--- src/verilog/frame_gen_pkg.sv ---
package frame_gen_pkg;

    localparam int TX_CREDITS         = 4;
    localparam int CREDIT_WIDTH       = 3;
    localparam int PAYLOAD_ADDR_WIDTH = 16;

    // Frame fields in transmit order
    typedef enum logic [4:0] {
        FIELD_MAC_DESTINATION,
        FIELD_MAC_SOURCE,
        FIELD_ETHERTYPE,
        FIELD_VERSION_IHL,
        FIELD_DSCP,
        FIELD_TOTAL_LENGTH,
        FIELD_IDENTIFICATION,
        FIELD_FLAGS,
        FIELD_TTL,
        FIELD_PROTOCOL,
        FIELD_HEADER_CHECKSUM,
        FIELD_IPV4_SOURCE,
        FIELD_IPV4_DESTINATION,
        FIELD_UDP_SOURCE,
        FIELD_UDP_DESTINATION,
        FIELD_UDP_LENGTH,
        FIELD_UDP_CHECKSUM,
        FIELD_PAYLOAD,
        FIELD_PAD
    } field_sel_t;

endpackage

--- src/verilog/net_proto_pkg.sv ---
package net_proto_pkg;

    // Ethernet and IPv4 fixed header values
    localparam logic [15:0] ETHERTYPE_IPV4    = 16'h0800;
    localparam logic [7:0]  IPV4_VERSION_IHL  = 8'h45;
    localparam logic [7:0]  IPV4_DSCP         = 8'h00;
    localparam logic [7:0]  IPV4_TTL          = 8'h80;
    localparam logic [7:0]  IPV4_PROTOCOL_UDP = 8'h11;

    // Header sizes in bytes
    localparam int IPV4_HEADER_BYTES    = 20;
    localparam int UDP_HEADER_BYTES     = 8;
    localparam int MIN_L2_PAYLOAD_BYTES = 46;

    // Flags and fragment offset, seen as a header word or as fields
    typedef union packed {
        logic [15:0] word;
        struct packed {
            logic        reserved;
            logic        dont_fragment;
            logic        more_fragments;
            logic [12:0] fragment_offset;
        } fields;
    } ipv4_flags_t;

endpackage
--- src/verilog/frame_generator.sv ---
`timescale 1ns/1ps

module frame_generator import net_proto_pkg::*, frame_gen_pkg::*; (
    input  logic                          clock,
    input  logic                          reset_n,
    input  logic                          start,
    input  logic [47:0]                   mac_destination,
    input  logic [47:0]                   mac_source,
    input  logic [31:0]                   ipv4_source,
    input  logic [31:0]                   ipv4_destination,
    input  logic [15:0]                   ipv4_identification,
    input  ipv4_flags_t                   ipv4_flags,
    input  logic [15:0]                   udp_source,
    input  logic [15:0]                   udp_destination,
    input  logic [15:0]                   udp_checksum,
    input  logic [15:0]                   udp_payload_size,
    input  logic [15:0]                   udp_fragment_size,
    input  logic [7:0]                    payload_read_data,
    input  logic                          credit_return,
    output logic                          ready,
    output logic [7:0]                    frame_data,
    output logic                          frame_valid,
    output logic                          frame_last,
    output logic [PAYLOAD_ADDR_WIDTH-1:0] payload_read_address
);

    logic        capture;
    field_sel_t  field_sel;
    logic [2:0]  byte_index;
    logic [7:0]  field_byte;
    logic        first_fragment;
    logic [15:0] fragment_size;
    logic [15:0] total_length;
    logic [15:0] identification;
    logic [15:0] flags_word;
    logic [31:0] ipv4_source_out;
    logic [31:0] ipv4_destination_out;
    logic [15:0] header_checksum;
    logic        has_credit;
    logic        byte_sent;

    frame_sequencer i_frame_sequencer (
        .clock                (clock),
        .reset_n              (reset_n),
        .start                (start),
        .has_credit           (has_credit),
        .first_fragment       (first_fragment),
        .fragment_size        (fragment_size),
        .field_byte           (field_byte),
        .payload_read_data    (payload_read_data),
        .ready                (ready),
        .capture              (capture),
        .field_sel            (field_sel),
        .byte_index           (byte_index),
        .byte_sent            (byte_sent),
        .frame_data           (frame_data),
        .frame_valid          (frame_valid),
        .frame_last           (frame_last),
        .payload_read_address (payload_read_address)
    );

    header_store i_header_store (
        .clock                (clock),
        .reset_n              (reset_n),
        .capture              (capture),
        .mac_destination      (mac_destination),
        .mac_source           (mac_source),
        .ipv4_source          (ipv4_source),
        .ipv4_destination     (ipv4_destination),
        .ipv4_identification  (ipv4_identification),
        .ipv4_flags           (ipv4_flags),
        .udp_source           (udp_source),
        .udp_destination      (udp_destination),
        .udp_checksum         (udp_checksum),
        .udp_payload_size     (udp_payload_size),
        .udp_fragment_size    (udp_fragment_size),
        .field_sel            (field_sel),
        .byte_index           (byte_index),
        .header_checksum      (header_checksum),
        .field_byte           (field_byte),
        .first_fragment       (first_fragment),
        .fragment_size        (fragment_size),
        .total_length         (total_length),
        .identification       (identification),
        .flags_word           (flags_word),
        .ipv4_source_out      (ipv4_source_out),
        .ipv4_destination_out (ipv4_destination_out)
    );

    ipv4_checksum i_ipv4_checksum (
        .clock                (clock),
        .reset_n              (reset_n),
        .capture              (capture),
        .total_length         (total_length),
        .identification       (identification),
        .flags_word           (flags_word),
        .ipv4_source_out      (ipv4_source_out),
        .ipv4_destination_out (ipv4_destination_out),
        .header_checksum      (header_checksum)
    );

    tx_credit_counter i_tx_credit_counter (
        .clock         (clock),
        .reset_n       (reset_n),
        .byte_sent     (byte_sent),
        .credit_return (credit_return),
        .has_credit    (has_credit)
    );

endmodule

--- src/verilog/frame_sequencer.sv ---
`timescale 1ns/1ps

module frame_sequencer import net_proto_pkg::*, frame_gen_pkg::*; (
    input  logic                          clock,
    input  logic                          reset_n,
    input  logic                          start,
    input  logic                          has_credit,
    input  logic                          first_fragment,
    input  logic [15:0]                   fragment_size,
    input  logic [7:0]                    field_byte,
    input  logic [7:0]                    payload_read_data,
    output logic                          ready,
    output logic                          capture,
    output field_sel_t                    field_sel,
    output logic [2:0]                    byte_index,
    output logic                          byte_sent,
    output logic [7:0]                    frame_data,
    output logic                          frame_valid,
    output logic                          frame_last,
    output logic [PAYLOAD_ADDR_WIDTH-1:0] payload_read_address
);

    logic       active;
    // Bytes after the MAC header, saturates at the minimum
    logic [5:0] l2_count;
    field_sel_t next_field;
    field_sel_t after_header;
    logic [2:0] next_index;
    logic       final_byte;
    logic [7:0] send_byte;

    function automatic logic [2:0] field_length(input field_sel_t field);
        case (field)
            FIELD_MAC_DESTINATION, FIELD_MAC_SOURCE:                 field_length = 3'd6;
            FIELD_IPV4_SOURCE, FIELD_IPV4_DESTINATION:               field_length = 3'd4;
            FIELD_VERSION_IHL, FIELD_DSCP, FIELD_TTL, FIELD_PROTOCOL: field_length = 3'd1;
            default:                                                 field_length = 3'd2;
        endcase
    endfunction

    assign capture      = start && ready;
    assign byte_sent    = active && has_credit;
    assign after_header = (fragment_size == '0) ? FIELD_PAD : FIELD_PAYLOAD;

    ////////////////////////////////////////////////////////////
    // Position after the current byte
    ////////////////////////////////////////////////////////////

    always_comb begin
        next_field = field_sel;
        next_index = byte_index + 3'd1;
        final_byte = 1'b0;
        case (field_sel)
            FIELD_PAYLOAD: begin
                next_index = '0;
                if (payload_read_address + 1'b1 == fragment_size) begin
                    if (l2_count + 1 < MIN_L2_PAYLOAD_BYTES) begin
                        next_field = FIELD_PAD;
                    end
                    else begin
                        final_byte = 1'b1;
                    end
                end
            end
            FIELD_PAD: begin
                next_index = '0;
                final_byte = (l2_count + 1 >= MIN_L2_PAYLOAD_BYTES);
            end
            default: begin
                if (byte_index == field_length(field_sel) - 3'd1) begin
                    next_index = '0;
                    case (field_sel)
                        FIELD_IPV4_DESTINATION: begin
                            // No UDP header on later fragments
                            next_field = first_fragment ? FIELD_UDP_SOURCE : after_header;
                        end
                        FIELD_UDP_CHECKSUM: next_field = after_header;
                        default:            next_field = field_sel_t'(field_sel + 1);
                    endcase
                end
            end
        endcase
    end

    always_comb begin
        case (field_sel)
            FIELD_PAYLOAD: send_byte = payload_read_data;
            FIELD_PAD:     send_byte = 8'h00;
            default:       send_byte = field_byte;
        endcase
    end

    ////////////////////////////////////////////////////////////
    // Control registers
    ////////////////////////////////////////////////////////////

    always_ff @(posedge clock or negedge reset_n) begin
        if (!reset_n) begin
            ready                <= 1'b0;
            active               <= 1'b0;
            field_sel            <= FIELD_MAC_DESTINATION;
            byte_index           <= '0;
            l2_count             <= '0;
            payload_read_address <= '0;
            frame_valid          <= 1'b0;
            frame_last           <= 1'b0;
        end
        else begin
            ready       <= !active && !capture;
            frame_valid <= byte_sent;
            frame_last  <= byte_sent && final_byte;
            if (capture) begin
                active               <= 1'b1;
                field_sel            <= FIELD_MAC_DESTINATION;
                byte_index           <= '0;
                l2_count             <= '0;
                payload_read_address <= '0;
            end
            else if (byte_sent) begin
                field_sel  <= next_field;
                byte_index <= next_index;
                if (field_sel > FIELD_ETHERTYPE && l2_count < MIN_L2_PAYLOAD_BYTES) begin
                    l2_count <= l2_count + 6'd1;
                end
                if (field_sel == FIELD_PAYLOAD) begin
                    payload_read_address <= payload_read_address + 1'b1;
                end
                if (final_byte) begin
                    active <= 1'b0;
                end
            end
        end
    end

    // Outgoing byte
    always_ff @(posedge clock) begin
        if (byte_sent) begin
            frame_data <= send_byte;
        end
    end

endmodule

--- src/verilog/header_store.sv ---
`timescale 1ns/1ps

module header_store import net_proto_pkg::*, frame_gen_pkg::*; (
    input  logic        clock,
    input  logic        reset_n,
    input  logic        capture,
    input  logic [47:0] mac_destination,
    input  logic [47:0] mac_source,
    input  logic [31:0] ipv4_source,
    input  logic [31:0] ipv4_destination,
    input  logic [15:0] ipv4_identification,
    input  ipv4_flags_t ipv4_flags,
    input  logic [15:0] udp_source,
    input  logic [15:0] udp_destination,
    input  logic [15:0] udp_checksum,
    input  logic [15:0] udp_payload_size,
    input  logic [15:0] udp_fragment_size,
    input  field_sel_t  field_sel,
    input  logic [2:0]  byte_index,
    input  logic [15:0] header_checksum,
    output logic [7:0]  field_byte,
    output logic        first_fragment,
    output logic [15:0] fragment_size,
    output logic [15:0] total_length,
    output logic [15:0] identification,
    output logic [15:0] flags_word,
    output logic [31:0] ipv4_source_out,
    output logic [31:0] ipv4_destination_out
);

    logic [47:0] saved_mac_destination;
    logic [47:0] saved_mac_source;
    logic [15:0] saved_udp_source;
    logic [15:0] saved_udp_destination;
    logic [15:0] saved_udp_checksum;
    logic [15:0] saved_payload_size;
    ipv4_flags_t saved_flags;
    logic [15:0] udp_length;

    // Big-endian byte of a 16-bit field
    function automatic logic [7:0] word_byte(input logic [15:0] word, input logic [2:0] index);
        word_byte = index[0] ? word[7:0] : word[15:8];
    endfunction

    ////////////////////////////////////////////////////////////
    // Capture
    ////////////////////////////////////////////////////////////

    // Fields that steer the sequencer
    always_ff @(posedge clock or negedge reset_n) begin
        if (!reset_n) begin
            saved_flags        <= '0;
            fragment_size      <= '0;
            saved_payload_size <= '0;
        end
        else if (capture) begin
            saved_flags        <= ipv4_flags;
            fragment_size      <= udp_fragment_size;
            saved_payload_size <= udp_payload_size;
        end
    end

    always_ff @(posedge clock) begin
        if (capture) begin
            saved_mac_destination <= mac_destination;
            saved_mac_source      <= mac_source;
            ipv4_source_out       <= ipv4_source;
            ipv4_destination_out  <= ipv4_destination;
            identification        <= ipv4_identification;
            saved_udp_source      <= udp_source;
            saved_udp_destination <= udp_destination;
            saved_udp_checksum    <= udp_checksum;
        end
    end

    assign flags_word     = saved_flags.word;
    assign first_fragment = (saved_flags.fields.fragment_offset == '0);
    assign total_length   = 16'(IPV4_HEADER_BYTES) + fragment_size
                          + (first_fragment ? 16'(UDP_HEADER_BYTES) : 16'd0);
    assign udp_length     = saved_payload_size + 16'(UDP_HEADER_BYTES);

    ////////////////////////////////////////////////////////////
    // Byte lookup
    ////////////////////////////////////////////////////////////

    always_comb begin
        case (field_sel)
            FIELD_MAC_DESTINATION:  field_byte = saved_mac_destination[47 - 8 * byte_index -: 8];
            FIELD_MAC_SOURCE:       field_byte = saved_mac_source[47 - 8 * byte_index -: 8];
            FIELD_ETHERTYPE:        field_byte = word_byte(ETHERTYPE_IPV4, byte_index);
            FIELD_VERSION_IHL:      field_byte = IPV4_VERSION_IHL;
            FIELD_DSCP:             field_byte = IPV4_DSCP;
            FIELD_TOTAL_LENGTH:     field_byte = word_byte(total_length, byte_index);
            FIELD_IDENTIFICATION:   field_byte = word_byte(identification, byte_index);
            FIELD_FLAGS:            field_byte = word_byte(saved_flags.word, byte_index);
            FIELD_TTL:              field_byte = IPV4_TTL;
            FIELD_PROTOCOL:         field_byte = IPV4_PROTOCOL_UDP;
            FIELD_HEADER_CHECKSUM:  field_byte = word_byte(header_checksum, byte_index);
            FIELD_IPV4_SOURCE:      field_byte = ipv4_source_out[31 - 8 * byte_index -: 8];
            FIELD_IPV4_DESTINATION: field_byte = ipv4_destination_out[31 - 8 * byte_index -: 8];
            FIELD_UDP_SOURCE:       field_byte = word_byte(saved_udp_source, byte_index);
            FIELD_UDP_DESTINATION:  field_byte = word_byte(saved_udp_destination, byte_index);
            FIELD_UDP_LENGTH:       field_byte = word_byte(udp_length, byte_index);
            FIELD_UDP_CHECKSUM:     field_byte = word_byte(saved_udp_checksum, byte_index);
            default:                field_byte = 8'h00;
        endcase
    end

endmodule

--- src/verilog/ipv4_checksum.sv ---
`timescale 1ns/1ps

module ipv4_checksum import net_proto_pkg::*, frame_gen_pkg::*; (
    input  logic        clock,
    input  logic        reset_n,
    input  logic        capture,
    input  logic [15:0] total_length,
    input  logic [15:0] identification,
    input  logic [15:0] flags_word,
    input  logic [31:0] ipv4_source_out,
    input  logic [31:0] ipv4_destination_out,
    output logic [15:0] header_checksum
);

    logic        busy;
    logic [3:0]  step;
    logic [15:0] word;
    // Nine 16-bit words fit in 20 bits
    logic [19:0] sum;

    // Header words, checksum field itself counted as zero
    always_comb begin
        case (step)
            4'd0:    word = {IPV4_VERSION_IHL, IPV4_DSCP};
            4'd1:    word = total_length;
            4'd2:    word = identification;
            4'd3:    word = flags_word;
            4'd4:    word = {IPV4_TTL, IPV4_PROTOCOL_UDP};
            4'd5:    word = ipv4_source_out[31:16];
            4'd6:    word = ipv4_source_out[15:0];
            4'd7:    word = ipv4_destination_out[31:16];
            4'd8:    word = ipv4_destination_out[15:0];
            default: word = '0;
        endcase
    end

    always_ff @(posedge clock or negedge reset_n) begin
        if (!reset_n) begin
            busy <= 1'b0;
            step <= '0;
        end
        else if (capture) begin
            busy <= 1'b1;
            step <= '0;
        end
        else if (busy) begin
            step <= step + 4'd1;
            if (step == 4'd10) begin
                busy <= 1'b0;
            end
        end
    end

    // Accumulate, fold the carries, then complement
    always_ff @(posedge clock) begin
        if (capture) begin
            sum <= '0;
        end
        else if (busy) begin
            if (step < 4'd9) begin
                sum <= sum + word;
            end
            else if (step == 4'd9) begin
                sum <= sum[15:0] + sum[19:16];
            end
            else begin
                header_checksum <= ~(sum[15:0] + sum[16]);
            end
        end
    end

endmodule

--- src/verilog/tx_credit_counter.sv ---
`timescale 1ns/1ps

module tx_credit_counter import frame_gen_pkg::*; (
    input  logic clock,
    input  logic reset_n,
    input  logic byte_sent,
    input  logic credit_return,
    output logic has_credit
);

    logic [CREDIT_WIDTH-1:0] credits;

    // Send and return together leave the count as it is
    always_ff @(posedge clock or negedge reset_n) begin
        if (!reset_n) begin
            credits <= CREDIT_WIDTH'(TX_CREDITS);
        end
        else begin
            case ({byte_sent, credit_return})
                2'b10:   credits <= credits - 1'b1;
                2'b01:   credits <= credits + 1'b1;
                default: credits <= credits;
            endcase
        end
    end

    assign has_credit = (credits != '0);

endmodule

--- config.mk ---
export PLATFORM = sky130hd
export DESIGN_NAME = frame_generator
export DESIGN_NICKNAME = d
export VERILOG_FILES = /design/src/verilog/frame_gen_pkg.sv /design/src/verilog/net_proto_pkg.sv /design/src/verilog/frame_generator.sv /design/src/verilog/frame_sequencer.sv /design/src/verilog/header_store.sv /design/src/verilog/ipv4_checksum.sv /design/src/verilog/tx_credit_counter.sv
export SDC_FILE = /design/constraint.sdc
export NUM_CORES = 1
export LEC_CHECK = 0
export BUFFER_PORTS_ARGS = -buffer_cell sky130_fd_sc_hd__buf_2
export CORE_MARGIN = 5
export CORE_UTILIZATION = 45
export CTS_BUF_LIST = sky130_fd_sc_hd__clkbuf_8 sky130_fd_sc_hd__clkbuf_16
export DETAILED_ROUTE_END_ITERATION = 6
export PLACE_DENSITY = 0.66
export SYNTH_ARGS = -nofsm -noshare
export SYNTH_HDL_FRONTEND = slang
export SYNTH_HIERARCHICAL = 1
export SYNTH_SLANG_ARGS = --single-unit
--- constraint.sdc ---
create_clock -name clock -period 10.1 [get_ports clock]
set_input_delay 2.525 -clock clock [delete_from_list [all_inputs] [get_ports clock]]
set_output_delay 2.525 -clock clock [all_outputs]
set_load 0.02 [all_outputs]
==> results by group, run 1 <==
Logic synthesis
  – Syn. warnings: 6
  – Top cell type's share of synthesized area: 40.0%
  – Commonest cells post-synth: 248 x edfxtp_1, 92 x nor2_1, 89 x dfrtp_1, 81 x nand2_1, 69 x mux2_2
  – Main synth FF type: edfxtp_1
  – Leading area contributor after synthesis: edfxtp_1
  – EDFF count, synth: 248
  – Top-count cell post-synth: edfxtp_1
  – Register area share after synthesis: 54.3%
  – Post-Syn Area: 0.0186 mm2
  – #FFs+latches synth: 358
  – Synth Area per Inst: 12.6 um2
  – Synth cell types: 114
  – Top cells by area, synth: edfxtp_1 40%, dfrtp_1 12%, mux4_2 4.6%
  – Asr flop ratio synth: 25.1%
  – Post-Syn Instances: 1479
  – Syn_nets: 1805

CTS
  – Hold_buf cts: 0
  – CTS root buf: clkbuf_16
  – Total CTS buffers: 40
  – Htree depth: 2
  – Post-CTS Setup Inserts: 0
  – CTS clk-pin slew, worst paths: 60 ps
  – Clock latency on the worst-skew pair: 590 ps
  – CTS tree: built
  – CTS max path bufs: 3
  – Clock sink total: 358
  – Resized Gates After CTS: 0

Finish
  – Layout cells sized above 1: 30.5%
  – FILL cells: 3482
  – FF/Latch Area: 0.0101 mm2
  – Final nets: 2093
  – Multi-input gate area: 0.00793 mm2
  – Synth-to-Final Area Change: 17.5%

Global route
  – Initial antenna violation count: 4
  – Vias in the first global route: 14075
  – Pin count of the biggest net entering global routing: 132
  – Total gr overflow: 0
  – Total track usage: 25.9%
  – First-pass GRT wire length: 88.2 mm

Flow run
  – Max Cap Violations: 0

Power and ir drop
  – Maximum VDD drop: 162 uV
  – Total chip power: 7.08 mW
  – Pwr dens: 323 mW/mm2
  – Leakage: 8.40 nW

Critical path
  – WS Path Type: reg2reg
  – Worst path required time: 10610 ps
  – Slowest cell on crit path: nor4_1
  – CP bufs+invs: 1
  – Cell Chain, Critical Path: or4_1 -> nor4_1 -> ha_1 -> a211o_1 -> nand3_1 -> xor2_1 -> inv_1 -> a222oi_1 -> nand3_1 -> ha_1 -> and3_1 -> nor4b_4 -> nor3b_4 -> o21bai_1 -> a211o_1 -> o221ai_1
  – Maximum net fanout on the critical path: 6
  – Critical Path Source Type: flip-flop
  – Highest cell delay on the worst timing path: 780 ps
  – CP delay by family, top: simple AND/OR/NAND/NOR gates
  – Critical Path End Type: flip-flop
  – Critical Path AT: 5790 ps

STA
  – Fin crit period: 5280 ps
  – Fmax: 189 MHz
  – RSZ-0062 raised after global routing: false
  – Rel. slew slack: 19.6%
  – Tcrit/Tclk final: 52.3%
  – Final count of pins violating max slew: 0
  – Setup TNS Final: 0 ps
  – Final hold vios: 0
  – # setup viols final: 0
  – Final clock skew: 30.4 ps
  – Measured slew at the worst slew-check pin: 1200 ps

Detailed routing
  – DR WL met2: 27.8 mm
  – Wirelength per Cell: 26.1 um
  – WL met1: 24.3 mm
  – Drt via density: 6.15
  – Vias after detailed routing: 14357
  – Initial DRC count: 2029
  – Detailed Routing Iterations Pass 1: 7
  – Detailed Route WL: 61.0 mm
  – Met3 wire len: 6.66 mm
  – Residual DRC count: 3
  – Max layer used: met5
  – Remaining antenna violation count: 0

Placed design
  – Dpl hpwl: 46.1 mm
  – Port bufs: 310
  – GP Congestion: 1.01

Floorplan
  – Starting density of the core: 45.6%
  – Die Ht: 213 um
  – Core Area: 0.0408 mm2
  – DIE AREA: 0.0455 mm2
  – Die W: 213 um
  – # rows: 74
  – IO Pins: 311

Outcome
  – Run status: finished with violations
  – Failing checks: DRC

Min path
  – Hold Path Class: reg2reg
## path summary, 6_finish.rpt
kind	to	slack, ps	startpoint	cells past startpoint
min in group asynchronous	i_frame_sequencer/payload_read_address[14]	1960	reset_n	1
max in group asynchronous	i_frame_sequencer/byte_index[0]	6990	reset_n	2
setup / recovery	i_ipv4_checksum/sum[11]	4820	i_header_store/flags_word[9]	16
hold reg to reg	i_frame_sequencer/ready	450	i_frame_sequencer/active	1
setup reg to reg	i_ipv4_checksum/sum[11]	4820	i_header_store/flags_word[9]	16
hold / removal	i_frame_sequencer/ready	450	i_frame_sequencer/active	1
## worst register-to-register path: stages, from the launching register on
cell      delay (ps)
dfrtp_1          420
or4_1            530
nor4_1           780
ha_1             370
a211o_1          360
nand3_1          130
xor2_1           310
inv_1            100
a222oi_1         380
nand3_1          160
ha_1             390
and3_1           220
nor4b_4          140
nor3b_4          400
o21bai_1         160
a211o_1          310
o221ai_1          60
## per-layer routing
layer,vias up,global-route usage (%)
met5,-,0
met4,2,8.68
met1,7047,36.4
met3,125,6.48
li1,6362,-
met2,821,39.9
## power by group
group | total (mW) | switching (mW) | internal (mW)
clock | 1.54 | 0.633 | 0.906
combinational | 2.95 | 1.73 | 1.22
sequential | 2.58 | 0.581 | 2.00
total | 7.08 | 2.95 | 4.13
## kinds of logic after synthesis
group | share of synthesized area (%)
muxes | 10.2
xor gates and xnor gates | 3.95
AOI/OAI and AO/OA | 13.1
buffers and inverters | 3.14
DFF | 54.3
adders and majority gates | 2.99
and+or+nand+nor | 12.4
## sequential cells by signal, summed over array words and instances (netlist names), 3 cells and up
| name | flops |
|---|---|
| i_header_store/saved_mac_destination | 48 |
| i_header_store/saved_mac_source | 48 |
| i_header_store/ipv4_destination_out | 32 |
| i_header_store/ipv4_source_out | 32 |
| i_ipv4_checksum/sum | 20 |
| i_frame_sequencer/payload_read_address | 16 |
| i_header_store/flags_word | 16 |
| i_header_store/fragment_size | 16 |
| i_header_store/identification | 16 |
| i_header_store/saved_payload_size | 16 |
| i_header_store/saved_udp_checksum | 16 |
| i_header_store/saved_udp_destination | 16 |
| i_header_store/saved_udp_source | 16 |
| i_ipv4_checksum/header_checksum | 16 |
| i_frame_sequencer/frame_data | 8 |
| i_frame_sequencer/l2_count | 6 |
| i_frame_sequencer/field_sel | 5 |
| i_ipv4_checksum/step | 4 |
| i_frame_sequencer/byte_index | 3 |
| i_tx_credit_counter/credits | 3 |
## final cells by class
type | instances | share of cell area (%)
flip-flops and latches | 358 | 46.2
multi-input cells | 1012 | 36.2
repair buffers | 322 | 7.52
clock buffers | 42 | 4.70
well taps | 532 | 3.04
clock inverters | 32 | 1.68
inverters | 33 | 0.601
diodes | 3 | 0.0343
## per-stage QoR
| step | utilization (%) | cells | hold WS, ps | setup slack [ps] | instance area [um2] |
|---|---|---|---|---|---|
| after floorplan | - | 1479 | 419 | 2850 | 18600 |
| after global placement | 50.1 | 2257 | 439 | 4810 | 20500 |
| after detailed placement | 50.1 | 2257 | 437 | 4770 | 20500 |
| after CTS | 53.6 | 2331 | 454 | 4950 | 21900 |
| after global routing | 53.6 | 2331 | 490 | 4640 | 21900 |
| final | 53.6 | 2334 | 455 | 4820 | 21900 |
## placed cells by master (no fill, tap or decap), types with 24 or more instances in the layout
cell / n
nand4_1: 26
xor2_1: 35
and3_1: 24
xnor2_1: 49
nand3_1: 56
dfrtp_1: 87
ha_1: 38
mux4_2: 38
inv_1: 36
nand2_1: 81
nor2_1: 92
nor3_1: 40
buf_2: 309
o21ai_0: 43
mux2_2: 69
edfxtp_1: 248
clkbuf_16: 40
a22oi_1: 44
a21oi_1: 55
(Power assumes the default switching activity.)
==> inputs of run 2 (changes only) <==
--- a/config.mk
+++ b/config.mk
@@ -10,7 +10,7 @@
 export CORE_UTILIZATION = 45
 export CTS_BUF_LIST = sky130_fd_sc_hd__clkbuf_8 sky130_fd_sc_hd__clkbuf_16
 export DETAILED_ROUTE_END_ITERATION = 6
-export PLACE_DENSITY = 0.66
+export PLACE_DENSITY = 0.69
 export SYNTH_ARGS = -nofsm -noshare
 export SYNTH_HDL_FRONTEND = slang
 export SYNTH_HIERARCHICAL = 1
==> constraint.sdc (replaced) <==
create_clock -name clock -period 4.25 [get_ports clock]
set_input_delay 1.0625 -clock clock [delete_from_list [all_inputs] [get_ports clock]]
set_output_delay 1.0625 -clock clock [all_outputs]
set_load 0.02 [all_outputs]
==> run 2 against run 1 <==
  * The run ends with DRC, setup timing left
  * Fmax grew 21%
  * Die area is the same
  * Final area grew 3.3%
  * Utilization grew 1.8 points
  * Setup slack lost 4900 ps
  * Largest cell class unchanged
==> results by group, run 2 (synthesis gave the netlist of run 1 again) <==
Critical path
  – Critical Path AT: 4870 ps
  – Critical Path Source Type: flip-flop
  – Slowest cell on crit path: or4_4
  – Worst path required time: 4770 ps
  – Cell Chain, Critical Path: or4_4 -> nor4_4 -> ha_1 -> a211o_1 -> buf_6 -> nand3_4 -> xor2_4 -> inv_1 -> a222oi_1 -> nand3_1 -> ha_4 -> and3_4 -> nor4b_4 -> nor3b_4 -> buf_12 -> nor3_4 -> mux2_4 -> a21oi_2
  – Critical Path End Type: flip-flop
  – Maximum net fanout on the critical path: 6
  – WS Path Type: reg2reg
  – Highest cell delay on the worst timing path: 550 ps

CTS
  – CTS clk-pin slew, worst paths: 60 ps
  – CTS max path bufs: 3
  – Clock latency on the worst-skew pair: 590 ps
  – Htree depth: 2
  – Hold_buf cts: 0
  – CTS root buf: clkbuf_16
  – Total CTS buffers: 41
  – Clock sink total: 358
  – CTS tree: built

STA
  – Hold WS: 445 ps
  – Final WS setup: -107 ps
  – Final hold vios: 0
  – # setup viols final: 5
  – Fin crit period: 4360 ps
  – Fmax: 230 MHz
  – Final clock skew: 30.1 ps
  – Measured slew at the worst slew-check pin: 915 ps
  – Tcrit/Tclk final: 103%
  – RSZ-0062 raised after global routing: true
  – Rel. slew slack: 39.0%
  – Final count of pins violating max slew: 0

Finish
  – Non-filler cells, final: 2410
  – Layout cells sized above 1: 34.4%
  – Final nets: 2165
  – Most common cell after layout, fill and taps aside: buf_2
  – Most frequent cells in the layout: 309 x buf_2, 248 x edfxtp_1, 91 x nor2_1, 87 x dfrtp_1, 81 x nand2_1
  – Largest regs: i_header_store/saved_mac_destination x48, i_header_store/saved_mac_source x48
  – Synth-to-Final Area Change: 21.4%

Floorplan
  – Die Ht: 213 um
  – Die W: 213 um
  – Core Area: 0.0408 mm2
  – DIE AREA: 0.0455 mm2
  – IO Pins: 311
  – # rows: 74
  – Starting density of the core: 45.6%

Min path
  – Hold Path Class: reg2reg

Outcome
  – Run status: finished with violations
  – Failing checks: DRC, setup timing

Global route
  – First-pass GRT wire length: 91.6 mm
  – Total gr overflow: 0
  – Pin count of the biggest net entering global routing: 158
  – Total track usage: 26.9%
  – Initial antenna violation count: 8
  – Vias in the first global route: 14503

Placed design
  – Dpl cells: 2319
  – GP Congestion: 0.977
  – Dpl hpwl: 48.2 mm
  – Post-place setup slack: -197 ps
  – Port bufs: 310

Detailed routing
  – Wirelength per Cell: 26.3 um
  – Detailed Route WL: 63.4 mm
  – Residual DRC count: 17
  – Remaining antenna violation count: 0
  – Drt via density: 6.18
  – Vias after detailed routing: 14898
  – Detailed Routing Iterations Pass 1: 7
  – Initial DRC count: 2170

Power and ir drop
  – Leakage: 8.80 nW
  – Pwr dens: 775 mW/mm2
  – Total chip power: 17.5 mW
  – Maximum VDD drop: 414 uV

Flow run
  – Max Cap Violations: 0
[run 2: timing repair]
| item | CTS | global route |
|---|---|---|
| hold endpoints to repair | 0 | 0 |
| resized for setup | 16 | 25 |
| pin swaps | 21 | 28 |
| gates cloned | 0 | 0 |
| setup endpoints to repair | 12 | 14 |
| setup buffers | 0 | 10 |
[run 2: power by group]
group	total [mW]	leakage [nW]	switching [mW]	internal (mW)
combinational	8.22	4.60	4.69	3.53
sequential	5.93	3.51	1.16	4.77
clock	3.35	0.679	1.47	1.88
[run 2: per-stage QoR]
step	setup TNS [ps]	area (um2)	utilization [%]
final	-413	22600	55.3
after global routing	-2260	22600	55.3
after CTS	-37.0	22400	54.8
after detailed placement	-1220	21000	51.4
after global placement	-306	21000	51.4
after floorplan	0	18600	-
[run 2: per-layer routing]
| layer | vias up | share of wire, % | track usage [%] |
|---|---|---|---|
| met5 | - | 0.073 | 0 |
| met4 | 6 | 4.0 | 10.2 |
| met3 | 162 | 11 | 7.62 |
| met2 | 992 | 45 | 40.3 |
| met1 | 7211 | 40 | 37.7 |
| li1 | 6527 | - | - |
[run 2: final timing paths]
path | start | to | slack, ps | depth (start not counted)
max | i_header_store/flags_word[11] | i_ipv4_checksum/sum[13] | -110 | 18
min | i_frame_sequencer/active | i_frame_sequencer/ready | 450 | 1
max reg2reg | i_header_store/flags_word[11] | i_ipv4_checksum/sum[13] | -110 | 18
min reg2reg | i_frame_sequencer/active | i_frame_sequencer/ready | 450 | 1
max in group asynchronous | reset_n | i_header_store/flags_word[8] | 2870 | 2
min in group asynchronous | reset_n | i_frame_sequencer/payload_read_address[12] | 590 | 1
[run 2: final cells by class]
type                       count  area [um2]
antenna                        7        17.5
clock buffer                  43        1050
clock inverter                32         224
fill                        3393       18200
inverter                      33         131
multi-input combinational   1012        8160
sequential                   358       10100
tap                          532         666
timing repair buffer         393        2240
[run 2: critical path, delay by kind of cell (launching register included)]
family                   cells  cell delay (ps)
XOR/XNOR                     1              170
flip-flops                   1              380
adder cells (fa/ha/maj)      2              620
multiplexers                 1              320
AND/OR/NAND/NOR              8             1670
buffers and inverters        3              360
AO/OA/AOI/OAI                3              780
